<file path="src/common/hart_pkg.sv">
package hart_pkg;

    // Core configuration
    localparam int HART_NUM   = 4;
    localparam int HART_ID_W  = 2;
    localparam int HART_SST_W = 2;

    // Per-hart run state
    localparam logic [HART_SST_W-1:0] SST_IDLE   = 2'd0;
    localparam logic [HART_SST_W-1:0] SST_ACTIVE = 2'd1;
    localparam logic [HART_SST_W-1:0] SST_PEND   = 2'd2;  // Waiting on a cache refill

    // Only this hart runs out of reset
    localparam logic [HART_ID_W-1:0] RESET_HART = 2'd0;

    // Hart id to one-hot hart vector
    function automatic logic [HART_NUM-1:0] hart_onehot(
        input logic [HART_ID_W-1:0] hid
    );
        logic [HART_NUM-1:0] oh;
        oh      = '0;
        oh[hid] = 1'b1;
        return oh;
    endfunction

endpackage

</file>
<file path="src/common/hart_sched_if.sv">
`timescale 1ns/1ps

interface hart_sched_if import hart_pkg::*; ();

    logic [HART_NUM-1:0]  acti_hstate;  // Harts able to issue
    logic [HART_NUM-1:0]  prim_hstate;  // One-hot issue hart, zero when none
    logic [HART_ID_W-1:0] issue_hid;
    logic                 ic_stall;
    logic                 dc_stall;

    // Run-state side
    modport state_mp (
        output acti_hstate,
        output ic_stall,
        output dc_stall,
        input  prim_hstate,
        input  issue_hid
    );

    // Issue selection side
    modport switch_mp (
        input  acti_hstate,
        input  ic_stall,
        input  dc_stall,
        output prim_hstate,
        output issue_hid
    );

endinterface

</file>
<file path="src/hart_state/hart_state.sv">
`timescale 1ns/1ps

module hart_state import hart_pkg::*; (
    input  logic                  clk,
    input  logic                  i_rst,

    // Decode stage
    input  logic                  i_id_hstart,
    input  logic                  i_id_hkill,
    input  logic [HART_ID_W-1:0]  i_id_set_hid,
    output logic [HART_SST_W-1:0] o_hart_val,     // Run state of i_id_set_hid
    output logic                  o_hart_idle,
    output logic [HART_NUM-1:0]   o_idle_hstate,

    // I-cache
    input  logic                  i_icache_miss,  // Applies to the issue hart
    input  logic                  i_icache_fin,
    input  logic [HART_ID_W-1:0]  i_icache_fin_hid,

    // D-cache
    input  logic                  i_dcache_miss,
    input  logic [HART_ID_W-1:0]  i_ex_hart_id,
    input  logic                  i_dcache_fin,
    input  logic [HART_ID_W-1:0]  i_dcache_fin_hid,

    hart_sched_if.state_mp        sched
);

    logic [HART_SST_W-1:0] sst_q   [HART_NUM];
    logic [HART_SST_W-1:0] sst_nxt [HART_NUM];
    logic [HART_NUM-1:0]   pend_dc_q;   // Pending cause, 1 for d-cache, 0 for i-cache
    logic [HART_NUM-1:0]   pend_dc_nxt;

    logic [HART_NUM-1:0]   start_hit;
    logic [HART_NUM-1:0]   kill_hit;
    logic [HART_NUM-1:0]   icm_hit;
    logic [HART_NUM-1:0]   dcm_hit;
    logic [HART_NUM-1:0]   icf_hit;
    logic [HART_NUM-1:0]   dcf_hit;

    logic [HART_NUM-1:0]   acti_vec;
    logic [HART_NUM-1:0]   idle_vec;
    logic [HART_NUM-1:0]   pend_ic_vec;
    logic [HART_NUM-1:0]   pend_dc_vec;

    // Strobes decoded to the hart they address
    assign start_hit = i_id_hstart  ? hart_onehot(i_id_set_hid)     : '0;
    assign kill_hit  = i_id_hkill   ? hart_onehot(i_id_set_hid)     : '0;
    assign dcm_hit   = i_dcache_miss ? hart_onehot(i_ex_hart_id)    : '0;
    assign icf_hit   = i_icache_fin ? hart_onehot(i_icache_fin_hid) : '0;
    assign dcf_hit   = i_dcache_fin ? hart_onehot(i_dcache_fin_hid) : '0;

    // No issue hart right after reset, so an i-cache miss there has no owner
    assign icm_hit = (i_icache_miss && |sched.prim_hstate) ? hart_onehot(sched.issue_hid) : '0;

    always_comb begin
        for (int h = 0; h < HART_NUM; h++) begin
            sst_nxt[h]     = sst_q[h];
            pend_dc_nxt[h] = pend_dc_q[h];
            if (kill_hit[h]) begin
                sst_nxt[h] = SST_IDLE;                      // Kill wins over everything
            end else if (icm_hit[h] && sst_q[h] == SST_ACTIVE) begin
                sst_nxt[h]     = SST_PEND;
                pend_dc_nxt[h] = 1'b0;
            end else if (dcm_hit[h] && sst_q[h] == SST_ACTIVE) begin
                sst_nxt[h]     = SST_PEND;
                pend_dc_nxt[h] = 1'b1;
            end else if (icf_hit[h] && sst_q[h] == SST_PEND && !pend_dc_q[h]) begin
                sst_nxt[h] = SST_ACTIVE;
            end else if (dcf_hit[h] && sst_q[h] == SST_PEND && pend_dc_q[h]) begin
                sst_nxt[h] = SST_ACTIVE;
            end else if (start_hit[h] && sst_q[h] == SST_IDLE) begin
                sst_nxt[h] = SST_ACTIVE;
            end
        end
    end

    always_ff @(posedge clk) begin
        if (i_rst) begin
            for (int h = 0; h < HART_NUM; h++) begin
                sst_q[h] <= (h == int'(RESET_HART)) ? SST_ACTIVE : SST_IDLE;
            end
        end else begin
            for (int h = 0; h < HART_NUM; h++) begin
                sst_q[h] <= sst_nxt[h];
            end
        end
    end

    always_ff @(posedge clk) begin
        if (i_rst) begin
            pend_dc_q <= '0;
        end else begin
            pend_dc_q <= pend_dc_nxt;
        end
    end

    always_comb begin
        for (int h = 0; h < HART_NUM; h++) begin
            acti_vec[h]    = (sst_q[h] == SST_ACTIVE);
            idle_vec[h]    = (sst_q[h] == SST_IDLE);
            pend_ic_vec[h] = (sst_q[h] == SST_PEND) && !pend_dc_q[h];
            pend_dc_vec[h] = (sst_q[h] == SST_PEND) && pend_dc_q[h];
        end
    end

    assign sched.acti_hstate = acti_vec;
    assign o_idle_hstate     = idle_vec;

    // Nothing left to run, wait for the refill
    assign sched.ic_stall = ~|acti_vec & |pend_ic_vec;
    assign sched.dc_stall = ~|acti_vec & |pend_dc_vec;

    // Decode stage queries
    assign o_hart_val  = sst_q[i_id_set_hid];
    assign o_hart_idle = idle_vec[i_id_set_hid];

endmodule

</file>
<file path="src/hart_switch/hart_switch.sv">
`timescale 1ns/1ps

module hart_switch import hart_pkg::*; (
    input  logic                 clk,
    input  logic                 i_rst,

    // Decode stage
    input  logic                 i_is_branch,
    input  logic                 i_is_load,
    input  logic [HART_ID_W-1:0] i_if_hart_id,

    // Cache misses
    input  logic                 i_icache_miss,
    input  logic                 i_dcache_miss,
    input  logic [HART_ID_W-1:0] i_ex_hart_id,

    output logic [HART_NUM-1:0]  o_issue_hstate,
    output logic                 o_hart_ic_flush,
    output logic                 o_hart_dc_flush,

    hart_sched_if.switch_mp      sched
);

    logic [HART_NUM-1:0]  prim_q;        // One-hot primary hart
    logic [HART_NUM-1:0]  prim_nxt;
    logic [HART_ID_W-1:0] prim_id;
    logic [HART_NUM-1:0]  acti;
    logic [HART_NUM-1:0]  rot_acti;      // Bit k is hart prim_id + 1 + k
    logic                 sel_vld;
    logic [HART_ID_W-1:0] sel_ofs;
    logic [HART_ID_W-1:0] sel_id;
    logic                 prim_lost;
    logic                 sw_req;
    logic [HART_NUM-1:0]  ex_oh;

    assign acti = sched.acti_hstate;

    // Primary one-hot to id
    always_comb begin
        case (prim_q)
            4'b0001: prim_id = 2'd0;
            4'b0010: prim_id = 2'd1;
            4'b0100: prim_id = 2'd2;
            4'b1000: prim_id = 2'd3;
            default: prim_id = 2'd0;  // No primary
        endcase
    end

    // Active set rotated to start just after the primary
    always_comb begin
        for (int k = 0; k < HART_NUM; k++) begin
            rot_acti[k] = acti[(int'(prim_id) + 1 + k) % HART_NUM];
        end
    end

    // First active hart in rotating order, the primary itself comes last
    always_comb begin
        sel_vld = 1'b1;
        casez (rot_acti)
            4'b???1: sel_ofs = 2'd0;
            4'b??10: sel_ofs = 2'd1;
            4'b?100: sel_ofs = 2'd2;
            4'b1000: sel_ofs = 2'd3;
            default: begin
                sel_ofs = 2'd0;
                sel_vld = 1'b0;
            end
        endcase
    end

    assign sel_id   = prim_id + HART_ID_W'(1) + sel_ofs;  // Wraps around the hart ring
    assign prim_nxt = sel_vld ? hart_onehot(sel_id) : '0;

    // Primary parked, killed or not yet chosen
    assign prim_lost = ~|(prim_q & acti);

    // Hide branch or load latency behind another hart
    assign sw_req = (i_is_branch | i_is_load) && (i_if_hart_id == prim_id) && |prim_q
                    && !sched.ic_stall && !sched.dc_stall;

    always_ff @(posedge clk) begin
        if (i_rst) begin
            prim_q <= '0;
        end else if (prim_lost || sw_req) begin
            prim_q <= prim_nxt;
        end
    end

    assign o_issue_hstate    = prim_q;
    assign sched.prim_hstate = prim_q;
    assign sched.issue_hid   = prim_id;

    // Flush only when the miss is taken and another hart can run
    assign ex_oh = hart_onehot(i_ex_hart_id);

    assign o_hart_ic_flush = i_icache_miss && |(prim_q & acti) && |(acti & ~prim_q);
    assign o_hart_dc_flush = i_dcache_miss && |(ex_oh & acti) && |(acti & ~ex_oh);

endmodule

</file>
<file path="src/design/hart_ctrl.sv">
`timescale 1ns/1ps

module hart_ctrl import hart_pkg::*; (
    input  logic                  clk,
    input  logic                  i_rst,

    // Decode stage
    input  logic                  i_id_hstart,
    input  logic                  i_id_hkill,
    input  logic [HART_ID_W-1:0]  i_id_set_hid,
    input  logic                  i_is_branch,
    input  logic                  i_is_load,
    input  logic [HART_ID_W-1:0]  i_if_hart_id,

    // I-cache
    input  logic                  i_icache_miss,
    input  logic                  i_icache_fin,
    input  logic [HART_ID_W-1:0]  i_icache_fin_hid,

    // D-cache
    input  logic                  i_dcache_miss,
    input  logic [HART_ID_W-1:0]  i_ex_hart_id,
    input  logic                  i_dcache_fin,
    input  logic [HART_ID_W-1:0]  i_dcache_fin_hid,

    output logic [HART_SST_W-1:0] o_hart_val,     // 2 pend, 1 active, 0 idle
    output logic                  o_hart_idle,
    output logic [HART_NUM-1:0]   o_acti_hstate,
    output logic [HART_NUM-1:0]   o_idle_hstate,
    output logic [HART_NUM-1:0]   o_issue_hstate,
    output logic [HART_ID_W-1:0]  o_issue_hid,
    output logic                  o_hart_ic_stall,
    output logic                  o_hart_dc_stall,
    output logic                  o_hart_ic_flush,
    output logic                  o_hart_dc_flush
);

    hart_sched_if sched ();

    hart_state u_hart_state (
        .clk              (clk),
        .i_rst            (i_rst),
        .i_id_hstart      (i_id_hstart),
        .i_id_hkill       (i_id_hkill),
        .i_id_set_hid     (i_id_set_hid),
        .o_hart_val       (o_hart_val),
        .o_hart_idle      (o_hart_idle),
        .o_idle_hstate    (o_idle_hstate),
        .i_icache_miss    (i_icache_miss),
        .i_icache_fin     (i_icache_fin),
        .i_icache_fin_hid (i_icache_fin_hid),
        .i_dcache_miss    (i_dcache_miss),
        .i_ex_hart_id     (i_ex_hart_id),
        .i_dcache_fin     (i_dcache_fin),
        .i_dcache_fin_hid (i_dcache_fin_hid),
        .sched            (sched.state_mp)
    );

    hart_switch u_hart_switch (
        .clk             (clk),
        .i_rst           (i_rst),
        .i_is_branch     (i_is_branch),
        .i_is_load       (i_is_load),
        .i_if_hart_id    (i_if_hart_id),
        .i_icache_miss   (i_icache_miss),
        .i_dcache_miss   (i_dcache_miss),
        .i_ex_hart_id    (i_ex_hart_id),
        .o_issue_hstate  (o_issue_hstate),
        .o_hart_ic_flush (o_hart_ic_flush),
        .o_hart_dc_flush (o_hart_dc_flush),
        .sched           (sched.switch_mp)
    );

    // Scheduling signals seen by the pipeline
    assign o_acti_hstate   = sched.acti_hstate;
    assign o_issue_hid     = sched.issue_hid;
    assign o_hart_ic_stall = sched.ic_stall;
    assign o_hart_dc_stall = sched.dc_stall;

endmodule

</file>
<file path="config.mk">
export PLATFORM = sky130hd
export DESIGN_NAME = hart_ctrl
export DESIGN_NICKNAME = d
export VERILOG_FILES = /design/src/common/hart_pkg.sv /design/src/common/hart_sched_if.sv /design/src/hart_state/hart_state.sv /design/src/hart_switch/hart_switch.sv /design/src/design/hart_ctrl.sv
export SDC_FILE = /design/constraint.sdc
export NUM_CORES = 1
export LEC_CHECK = 0
export BUFFER_PORTS_ARGS = -buffer_cell sky130_fd_sc_hd__buf_2
export CAP_MARGIN = 0
export CORE_MARGIN = 2
export CORE_UTILIZATION = 41
export DETAILED_ROUTE_END_ITERATION = 10
export GPL_ROUTABILITY_DRIVEN = 0
export HOLD_SLACK_MARGIN = 0.08
export SETUP_SLACK_MARGIN = 0.3
export SYNTH_ARGS = -nofsm -noshare
export SYNTH_HDL_FRONTEND = slang
export SYNTH_HIERARCHICAL = 1
export SYNTH_SLANG_ARGS = --single-unit
</file>
<file path="constraint.sdc">
create_clock -name clk -period 4.4 [get_ports clk]
set_clock_uncertainty 0.2 [all_clocks]
set_input_delay 0.22 -clock clk [delete_from_list [all_inputs] [get_ports clk]]
set_output_delay 0.22 -clock clk [all_outputs]
set_load 0.1 [all_outputs]
</file>
==> results of run 1 <==
-- power breakdown --
| group | leakage (nW) | total, mW | internal, mW | switching, mW |
|---|---|---|---|---|
| combinational | 0.577 | 0.868 | 0.246 | 0.622 |
| clock | 0.0288 | 0.133 | 0.0795 | 0.0533 |
| sequential | 0.130 | 0.229 | 0.169 | 0.0596 |
| total | 0.737 | 1.23 | 0.495 | 0.735 |
-- kinds of logic (layout without fill, tap and decap cells) --
kind of cell | Yosys count | in the layout
DFF | 16 | 16
buffers and inverters | 30 | 60
adders and majority gates | 1 | 1
muxes | 4 | 4
xor gates and xnor gates | 7 | 7
AOI/OAI and AO/OA | 65 | 65
and+or+nand+nor | 84 | 84
-- synth_stat cells, types with 2 or more instances --
| master | count | area (µm²) |
|---|---|---|
| nor2b_1 | 4 | 25.02 |
| and3b_1 | 3 | 26.28 |
| nor3_1 | 8 | 40.04 |
| buf_6 | 3 | 33.78 |
| o31ai_1 | 2 | 15.01 |
| dfxtp_1 | 16 | 320.3 |
| nand2b_1 | 3 | 18.77 |
| mux4_2 | 2 | 45.04 |
| o311ai_0 | 2 | 17.52 |
| clkbuf_1 | 3 | 11.26 |
| nand3b_1 | 2 | 15.01 |
| o221ai_1 | 2 | 17.52 |
| xnor2_1 | 3 | 26.28 |
| o32ai_1 | 4 | 35.03 |
| nor2_1 | 21 | 78.83 |
| o21ai_0 | 11 | 55.05 |
| inv_1 | 13 | 48.80 |
| a2111oi_0 | 2 | 17.52 |
| buf_4 | 4 | 30.03 |
| buf_2 | 5 | 25.02 |
| a21o_2 | 2 | 17.52 |
| nand3_1 | 5 | 25.02 |
| a211oi_1 | 6 | 45.04 |
| o22ai_1 | 2 | 12.51 |
| a221oi_1 | 3 | 26.28 |
| and2_1 | 2 | 12.51 |
| nor3b_1 | 10 | 75.07 |
| nand2_1 | 14 | 52.55 |
| a41o_1 | 2 | 20.02 |
| nor4b_1 | 2 | 17.52 |
| xor2_1 | 3 | 26.28 |
| a21oi_1 | 14 | 70.07 |
-- state kept, by name (all words and copies together) (netlist names) --
| name | count |
|---|---|
| u_hart_switch/o_issue_hstate | 4 |
| u_hart_state/pend_dc_q | 4 |
| u_hart_state/sst_q | 8 |
-- critical path: stages (launching register included) --
cell,delay [ns]
dfxtp_1,0.38
inv_1,0.10
nor2_1,0.62
inv_1,0.28
o22ai_1,0.23
a221oi_1,0.09
nor3b_2,0.21
buf_2,0.44
-- layout make-up --
cell class | instances | share of cell area
tap | 48 | 0.03245
sequential | 16 | 0.1731
inverter | 15 | 0.03313
multi-input combinational | 161 | 0.6193
clock buffer | 4 | 0.02975
timing repair buffer | 41 | 0.1122
-- stage by stage --
stage               setup WS (ns)  cell area (µm²)  hold slack [ns]
finish                      1.364             1851           0.1338
detailed placement          1.553             1795           0.3214
global route                1.067             1851           0.1442
floorplan                  0.2406             1628           0.1355
CTS                         1.397             1851           0.1282
global placement            1.616             1795           0.3175
-- layer usage --
| metal | wire, µm | track usage | part of all wire | up-vias |
|---|---|---|---|---|
| met2 | 2055 | 0.3375 | 0.46 | 57 |
| met3 | 259 | 0.03716 | 0.058 | 6 |
| met1 | 2089 | 0.3024 | 0.47 | 753 |
| met4 | 67 | 0.05102 | 0.015 | 0 |
| met5 | 0 | 0 | 0 | - |
| li1 | - | - | - | 833 |
-- final timing paths --
check	from	to	slack (ns)
hold / removal	i_rst	u_hart_state/pend_dc_q[3]	0.13
hold reg to reg	u_hart_state/sst_q[0][1]	u_hart_state/sst_q[0][1]	0.33
setup / recovery	u_hart_state/sst_q[1][0]	o_hart_ic_flush	1.36
setup reg to reg	u_hart_state/sst_q[1][0]	u_hart_switch/o_issue_hstate[3]	1.44
==> flow_metrics.env, run 1 <==
export IMPL_status="complete, no violations"
export IMPL_period_minus_slack_ns=3.036
export IMPL_synth_xor_area_frac=0.04257
export IMPL_cts_buffers=3
export IMPL_place_inst=281
export IMPL_synth_seq_cells=16
export IMPL_netlist_area_mm2=0.001617
export IMPL_routed_wl_mm=4.471
export IMPL_grt_usage=0.2142
export IMPL_final_nets=259
export IMPL_irDropWorstVdd_uv=219.1
export IMPL_ctsResizeCount=0
export IMPL_endpoint_kind="primary output"
export IMPL_crit_arrival_ns=2.62
export IMPL_fillers=370
export IMPL_synthAdderAreaFrac=0.007740
export IMPL_io_pin_count=41
export IMPL_die_w_um=66.79
export IMPL_rsz0062_at_grt="false"
export IMPL_antenna_found_initial=0
export IMPL_cts_tree="done"
export IMPL_fin_util=0.4980
export IMPL_portBuffers=40
export IMPL_syn_area_per_cell_um2=7.809
export IMPL_areaGrowthSynthToFinish_pct=14.47
export IMPL_maxSlewHeadroom=0.4591
export IMPL_layout_common_cells="40 x buf_2, 21 x nor2_1, 16 x dfxtp_1"
export IMPL_synth_simple_area_share=0.2964
export IMPL_syn_num_nets=228
export IMPL_drc_errors=0
export IMPL_finalSetupViolCount=0
export IMPL_leakage_nw=0.7365
export IMPL_grt_first_pass_wirelength_mm=7.320
export IMPL_dieArea_mm2=0.004461
export IMPL_synth_top_family_by_area="compound AO/OA/AOI/OAI gates"
export IMPL_post_cts_buffers=0
export IMPL_final_cells=285
export IMPL_synth_cell_types=61
export IMPL_slew_viol_final=0
export IMPL_vias=1649
export IMPL_antenna_left=0
export IMPL_cap_violations=0
export IMPL_finalCritPeriodShare=0.6901
export IMPL_initial_core_util=0.4350
export IMPL_grt_max_degree=18
export IMPL_drtIter0Drc=158
export IMPL_finalPower_mw=1.230
export IMPL_clockBufferDepth=2
export IMPL_hold_class="input pin to flip-flop"
export IMPL_overflow=0
export IMPL_core_rowCount=22
export IMPL_wl_per_cell_um=15.69
export IMPL_root_buffer="clkbuf_8"
export IMPL_async_flop_share=0
export IMPL_core_mm2=0.003716
export IMPL_multi_input_area_mm2=0.001146
export IMPL_crit_path_start_kind="flip-flop"
export IMPL_grt_pass1_vias=1459
export IMPL_worstSkewPairLatency_ns=0.26
export IMPL_path_max_fanout=13
export IMPL_cts_sinks=16
export IMPL_regArea_um2=320.3
export IMPL_cts_hold_buf=0
export IMPL_hold_path_depth=2
export IMPL_die_h_um=66.79
export IMPL_worstSetupPathType="flip-flop to primary output"
export IMPL_ctsHtreeMaxLevel=1
export IMPL_drive_above_1_share=0.2743
export IMPL_synth_edf_count=0
export IMPL_clkTransAtPathRegs_ns=0.07
export IMPL_tns_ns=0
export IMPL_fmax_ghz=0.3293
export IMPL_worst_slew_pin_transition_ns=0.8083
export IMPL_final_common_cell="buf_2"
export IMPL_synth_mux_area_frac=0.05031
export IMPL_synth_top_flop_cell="dfxtp_1"
export IMPL_post_drt_via_cell_ratio=5.786
export IMPL_cp_data_required_time_ns=3.98
export IMPL_ys_warn_count=6
export IMPL_dpl_hpwl_mm=3.357
export IMPL_reg2reg_depth=10
export IMPL_first_pass_iters=4
export IMPL_num_antenna_cells=0
export IMPL_yosysSeqAreaShare=0.1981
export IMPL_hold_viol=0
export IMPL_power_density_mw_per_mm2=664.6
export IMPL_synth_compound_area_frac=0.3050
export IMPL_netlist_instances=207
Power figures use the tool's default switching activity.
==> inputs of run 2 (changes only) <==
--- a/config.mk
+++ b/config.mk
@@ -5,6 +5,7 @@
 export SDC_FILE = /design/constraint.sdc
 export NUM_CORES = 1
 export LEC_CHECK = 0
+export ABC_AREA = 1
 export BUFFER_PORTS_ARGS = -buffer_cell sky130_fd_sc_hd__buf_2
 export CAP_MARGIN = 0
 export CORE_MARGIN = 2
==> constraint.sdc (replaced) <==
create_clock -name clk -period 2.9 [get_ports clk]
set_clock_uncertainty 0.2 [all_clocks]
set_input_delay 0.145 -clock clk [delete_from_list [all_inputs] [get_ports clk]]
set_output_delay 0.145 -clock clk [all_outputs]
set_load 0.1 [all_outputs]
==> run 2 against run 1 <==
Against the previous run:
- routed wire length is 20% higher
- clock power is 28% higher
- setup slack worse by 0.89 ns
- die area is 4.6% higher
- non-clock buffer count is 12 higher
- via count is 27% higher
- sequential cell count stayed put
- sequential share of layout area is 2.0 points lower
- global-route usage is 2.5 points higher
- worst hold slack worse by 0.0067 ns
- largest power group unchanged
==> flow_metrics.env, run 2 <==
export IMPL_finalSetupViolCount=0
export IMPL_portBuffers=40
export IMPL_tns_ns=0
export IMPL_hold_class="input pin to flip-flop"
export IMPL_slew_viol_final=0
export IMPL_cp_data_required_time_ns=2.88
export IMPL_syn_num_nets=330
export IMPL_synth_edf_count=0
export IMPL_clkTransAtPathRegs_ns=0.07
export IMPL_synth_top_flop_cell="dfxtp_1"
export IMPL_grt_first_pass_wirelength_mm=8.404
export IMPL_core_mm2=0.004000
export IMPL_initial_core_util=0.4238
export IMPL_critPathSlowestCell="dfxtp_4"
export IMPL_ys_warn_count=6
export IMPL_leakage_nw=1.052
export IMPL_maxSlewHeadroom=0.5511
export IMPL_period_minus_slack_ns=2.428
export IMPL_top_register="u_hart_state/sst_q"
export IMPL_overflow=0
export IMPL_routed_wl_mm=5.350
export IMPL_cap_violations=0
export IMPL_finalCritPeriodShare=0.8374
export IMPL_cts_buffers=3
export IMPL_core_rowCount=23
export IMPL_final_nets=381
export IMPL_irDropWorstVdd_uv=604.6
export IMPL_yosysSeqAreaShare=0.1889
export IMPL_largest_reg_flops=8
export IMPL_ctsHtreeMaxLevel=1
export IMPL_status="complete, no violations"
export IMPL_num_antenna_cells=0
export IMPL_wl_per_cell_um=13.08
export IMPL_crit_path_start_kind="flip-flop"
export IMPL_ys_top_cells_by_area="dfxtp_1 19%, nand2_1 19%, nand3_1 12%"
export IMPL_synth_seq_cells=16
export IMPL_fmax_ghz=0.4118
export IMPL_grt_pass1_vias=1772
export IMPL_crit_arrival_ns=2.41
export IMPL_root_buffer="clkbuf_8"
export IMPL_areaGrowthSynthToFinish_pct=29.89
export IMPL_worstSetupPathType="flip-flop to flip-flop"
export IMPL_antenna_left=0
export IMPL_layout_common_cells="81 x nand2_1, 45 x inv_1, 40 x nand3_1"
export IMPL_path_cells="inv_2 > nand2_1 > inv_1 > nand2_1 > nand2_8 > inv_2 > nand3_2 > nand2_2 > a21oi_1 > o21ai_1 > ha_2 > xor2_1 > nand3_1 > nand2_1 > nand2_1 > a21oi_1"
export IMPL_vias=2086
export IMPL_final_common_cell="nand2_1"
export IMPL_fin_util=0.5505
export IMPL_drtIter0Drc=180
export IMPL_drc_errors=0
export IMPL_post_synth_top_area_fraction=0.1889
export IMPL_synthTopCellsByCount="84 x nand2_1, 48 x inv_1, 41 x nand3_1"
export IMPL_yosys_area_top_type="dfxtp_1"
export IMPL_critPathMaxStageDelay_ns=0.39
export IMPL_grt_max_degree=13
export IMPL_clockBufferDepth=2
export IMPL_netlist_instances=309
export IMPL_grt_usage=0.2393
export IMPL_rsz0062_at_grt="false"
export IMPL_power_density_mw_per_mm2=716.6
export IMPL_synth_cell_types=34
export IMPL_cts_sinks=16
export IMPL_path_max_fanout=10
export IMPL_hold_viol=0
export IMPL_netlist_area_mm2=0.001695
export IMPL_drive_above_1_share=0.2535
export IMPL_die_w_um=68.31
export IMPL_first_pass_iters=4
export IMPL_antenna_found_initial=0
export IMPL_dpl_hpwl_mm=4.202
export IMPL_io_pin_count=41
export IMPL_endpoint_kind="flip-flop"
export IMPL_async_flop_share=0
export IMPL_worst_slew_pin_transition_ns=0.6650
export IMPL_cts_tree="done"
export IMPL_dieArea_mm2=0.004666
export IMPL_synth_most_common_cell="nand2_1"
export IMPL_die_h_um=68.31
export IMPL_syn_area_per_cell_um2=5.487
export IMPL_worstSkewPairLatency_ns=0.25
export IMPL_post_drt_via_cell_ratio=5.100
export IMPL_cpMostUsedCell="nand2_1"
-- run 2: path summary, 6_finish.rpt --
path	slack (ns)	cells past startpoint	from	endpoint
setup reg to reg	0.47	16	u_hart_switch/o_issue_hstate[3]	u_hart_switch/o_issue_hstate[2]
hold reg to reg	0.28	2	u_hart_state/pend_dc_q[2]	u_hart_state/pend_dc_q[2]
setup / recovery	0.47	16	u_hart_switch/o_issue_hstate[3]	u_hart_switch/o_issue_hstate[2]
hold / removal	0.13	4	i_icache_miss	u_hart_state/pend_dc_q[3]
-- run 2: cells by family (layout without fill, tap and decap cells) --
| group | count (synthesis) | after routing | share of synthesized area |
|---|---|---|---|
| and+or+nand+nor | 192 | 192 | 0.5100 |
| buffers and inverters | 59 | 109 | 0.1483 |
| AOI/OAI and AO/OA | 40 | 40 | 0.1402 |
| DFF | 16 | 16 | 0.1889 |
| adders and majority gates | 1 | 1 | 0.007379 |
| xor gates and xnor gates | 1 | 1 | 0.005167 |
-- run 2: where the power goes --
group	leakage, nW	internal [mW]	total [mW]	switching [mW]
sequential	0.134	0.251	0.287	0.0368
clock	0.0231	0.0938	0.170	0.0762
combinational	0.895	0.313	1.12	0.808
-- run 2: repair_timing --
item	CTS	global route
resized for setup	0	7
hold endpoints to repair	9	0
setup buffers	0	8
endpoints found under the setup margin	0	5
hold buffers	5	0
-- run 2: layout make-up --
type                            count  area [µm²]
Clock buffer                        3       41.29
Tap cell                           50       62.56
Timing Repair Buffer               53       312.8
Fill cell                         431        1798
Clock inverter                      1       3.754
Multi-Input combinational cell    234        1242
Sequential cell                    16       336.6
Inverter                           52       202.7
-- run 2: routing by layer --
layer	GRT usage	wire length (µm)
met4	0.03750	27
met5	0	0
met1	0.3524	2722
met3	0.03454	278
met2	0.3726	2320
-- run 2: stage by stage --
| step | std cells | instance area, µm² | total power, mW | setup WS, ns | hold slack (ns) |
|---|---|---|---|---|---|
| after global placement | 392 | 2022 | 1.362 | 0.3422 | 0.1641 |
| after floorplan | 309 | 1826 | 1.193 | 0.1699 | 0.004357 |
| final | 409 | 2202 | 1.578 | 0.4716 | 0.1271 |
| after global routing | 409 | 2202 | 1.705 | 0.2820 | 0.1606 |
| after CTS | 401 | 2117 | 1.539 | 0.3249 | 0.1142 |
| after detailed placement | 392 | 2022 | 1.358 | 0.3510 | 0.1696 |
-- run 2: critical path, delay by kind of cell (launching register included) --
kind | cells | cell delay, ns
buffers and inverters | 3 | 0.20
adder cells (fa/ha/maj) | 1 | 0.21
AND/OR/NAND/NOR | 8 | 0.82
AO/OA/AOI/OAI | 3 | 0.36
XOR/XNOR | 1 | 0.17
flip-flops | 1 | 0.39
==> inputs of run 3 (changes only) <==
--- a/config.mk
+++ b/config.mk
@@ -5,7 +5,7 @@
 export SDC_FILE = /design/constraint.sdc
 export NUM_CORES = 1
 export LEC_CHECK = 0
-export ABC_AREA = 1
+export ABC_AREA = 0
 export BUFFER_PORTS_ARGS = -buffer_cell sky130_fd_sc_hd__buf_2
 export CAP_MARGIN = 0
 export CORE_MARGIN = 2
@@ -13,6 +13,7 @@
 export DETAILED_ROUTE_END_ITERATION = 10
 export GPL_ROUTABILITY_DRIVEN = 0
 export HOLD_SLACK_MARGIN = 0.08
+export PLACE_DENSITY = 0.67
 export SETUP_SLACK_MARGIN = 0.3
 export SYNTH_ARGS = -nofsm -noshare
 export SYNTH_HDL_FRONTEND = slang
==> constraint.sdc (replaced) <==
create_clock -name clk -period 2 [get_ports clk]
set_clock_uncertainty 0.2 [all_clocks]
set_input_delay 0.1 -clock clk [delete_from_list [all_inputs] [get_ports clk]]
set_output_delay 0.1 -clock clk [all_outputs]
set_load 0.1 [all_outputs]
==> run 3 against run 2 <==
Against the previous run:
- the run now ends with negative setup slack left
- power grew to 2.6 times the previous value
- via count is 1.2% lower
- final cell count is 12% lower
- die area is 4.4% lower
- register-to-register slack worse by 0.75 ns
- sequential power is 59% higher
- critical path type unchanged
==> flow_metrics.env, run 3 (same netlist as run 1, synthesis figures left out) <==
export IMPL_drive_above_1_share=0.6077
export IMPL_vias=2061
export IMPL_cap_violations=0
export IMPL_worst_slew_pin_transition_ns=0.4947
export IMPL_rsz0062_at_grt="true"
export IMPL_grt_max_degree=18
export IMPL_grt_usage=0.2790
export IMPL_clkTransAtPathRegs_ns=0.07
export IMPL_dieArea_mm2=0.004461
export IMPL_top_register="u_hart_state/sst_q"
export IMPL_finalSetupViolCount=13
export IMPL_overflow=0
export IMPL_areaGrowthSynthToFinish_pct=80.73
export IMPL_grt_first_pass_wirelength_mm=9.370
export IMPL_p_comb_frac=0.819
export IMPL_portBuffers=40
export IMPL_die_h_um=66.79
export IMPL_place_ws_ns=-0.3018
export IMPL_regArea_um2=345.3
export IMPL_met3_usage=0.04899
export IMPL_switching_share=0.5184
export IMPL_finalPower_mw=4.080
export IMPL_crit_path_start_kind="flip-flop"
export IMPL_slew_viol_final=0
export IMPL_tns_ns=-1.876
export IMPL_final_cells=359
export IMPL_place_inst=330
export IMPL_critPathMaxStageDelay_ns=0.39
export IMPL_finalCritPeriodShare=1.139
export IMPL_routed_wl_mm=6.092
export IMPL_core_rowCount=22
export IMPL_root_buffer="clkbuf_8"
export IMPL_ctsHtreeMaxLevel=1
export IMPL_drc_errors=0
export IMPL_worstSkewPairLatency_ns=0.25
export IMPL_power_density_mw_per_mm2=1396
export IMPL_cts_buffers=3
export IMPL_final_common_cell="buf_4"
export IMPL_fmax_ghz=0.4390
export IMPL_fin_util=0.7862
export IMPL_dpl_cell_area_mm2=0.002407
export IMPL_dpl_hpwl_mm=4.007
export IMPL_p_int_mw=1.965
export IMPL_period_minus_slack_ns=2.278
export IMPL_post_drt_via_cell_ratio=5.741
export IMPL_initial_core_util=0.4350
export IMPL_hold_class="input pin to flip-flop"
export IMPL_violations="negative setup slack"
export IMPL_fin_hold_ws_ns=0.09832
export IMPL_cts_tree="done"
export IMPL_num_antenna_cells=0
export IMPL_wl_per_cell_um=16.97
export IMPL_multi_input_area_mm2=0.001398
export IMPL_leakage_nw=1.203
export IMPL_crit_arrival_ns=2.22
export IMPL_p_clk_frac=0.070
export IMPL_hold_viol=0
export IMPL_first_pass_iters=4
export IMPL_critPathSlowestCell="or3_4"
export IMPL_antenna_found_initial=0
export IMPL_seqPwrFrac=0.112
export IMPL_die_w_um=66.79
export IMPL_cp_data_required_time_ns=1.94
export IMPL_switching_power_mw=2.115
export IMPL_worst_slack_ns=-0.2782
export IMPL_grtUsageMet2=0.4788
export IMPL_antenna_left=0
export IMPL_top_usage_layer="met2"
export IMPL_final_nets=333
export IMPL_largest_reg_flops=8
export IMPL_cts_sinks=16
export IMPL_worst_path_buf_inv=1
export IMPL_path_max_fanout=4
export IMPL_gr_usage_met1=0.3626
export IMPL_irDropWorstVdd_uv=734.0
export IMPL_endpoint_kind="flip-flop"
export IMPL_finalInstanceArea_mm2=0.002922
export IMPL_maxSlewHeadroom=0.6725
export IMPL_path_cells="xnor2_1 > or3_4 > clkinv_8 > nor2_1 > o311ai_1 > o21ai_1 > ha_2 > nor3_4 > nand2_1 > o32ai_1"
export IMPL_core_mm2=0.003716
export IMPL_io_pin_count=41
export IMPL_fillers=238
export IMPL_clockBufferDepth=2
export IMPL_drtIter0Drc=133
export IMPL_status="finished, violations left"
export IMPL_grt_pass1_vias=1995
export IMPL_path_delay_family="simple AND/OR/NAND/NOR gates"
export IMPL_layout_common_cells="58 x buf_4, 28 x buf_2, 13 x buf_6, 13 x nand2_1"
export IMPL_worstSetupPathType="flip-flop to flip-flop"
==> run 3: changes by cell type in the layout (fill, tap and decap cells not counted), sizes merged, moves of 5 or more <==
| cell | delta |
|---|---|
| a211oi | +5 |
| a21oi | -7 |
| buf | +64 |
| inv | -35 |
| nand2 | -78 |
| nand3 | -38 |
| nand4 | -10 |
| nor2 | -19 |
| nor3 | +6 |
| nor3b | +11 |
| o21ai | +5 |
==> run 3: worst register-to-register path: stages (launching register included) <==
cell and delay (ns):
dfxtp_4 0.36, xnor2_1 0.13, or3_4 0.39, clkinv_8 0.06, nor2_1 0.03, o311ai_1 0.23, o21ai_1 0.13, ha_2 0.33
nor3_4 0.13, nand2_1 0.07, o32ai_1 0.11
==> run 3: worst paths after layout <==
check | startpoint | end | slack [ns] | cells after the start
setup / recovery | u_hart_switch/o_issue_hstate[2] | u_hart_switch/o_issue_hstate[3] | -0.28 | 10
hold reg to reg | u_hart_state/sst_q[2][0] | u_hart_state/sst_q[2][0] | 0.45 | 2
setup reg to reg | u_hart_switch/o_issue_hstate[2] | u_hart_switch/o_issue_hstate[3] | -0.28 | 10
hold / removal | i_ex_hart_id[0] | u_hart_state/pend_dc_q[0] | 0.1 | 4
==> run 3: repair_timing <==
item	CTS	global route
gates cloned	1	0
pin swaps	16	12
endpoints found under the hold margin	7	0
buffers inserted	18	4
gates resized for setup	56	15
setup endpoints to repair	27	27
hold buffers	2	0
==> run 3: cell type report <==
class	count	area share
Multi-Input combinational cell	161	0.4784
Timing Repair Buffer	114	0.3353
Sequential cell	16	0.1182
Inverter	15	0.02741
Tap cell	48	0.02056
Clock buffer	4	0.01884
Timing Repair inverter	1	0.001285
==> run 3: layer usage <==
metal | part of all wire | wire, µm
met3 | 0.065 | 395
met5 | 0 | 0
met1 | 0.43 | 2599
met4 | 0.010 | 61
met2 | 0.50 | 3035
==> run 3: power by group through the flow <==
stage	registers, mW	clock network, mW	logic, mW
2_1_floorplan	0.655	0	1.70
3_3_place_gp	0.442	0	2.59
3_5_place_dp	0.446	0	2.62
4_1_cts	0.441	0.287	3.07
5_1_grt	0.461	0.307	3.50
6_report	0.456	0.284	3.34
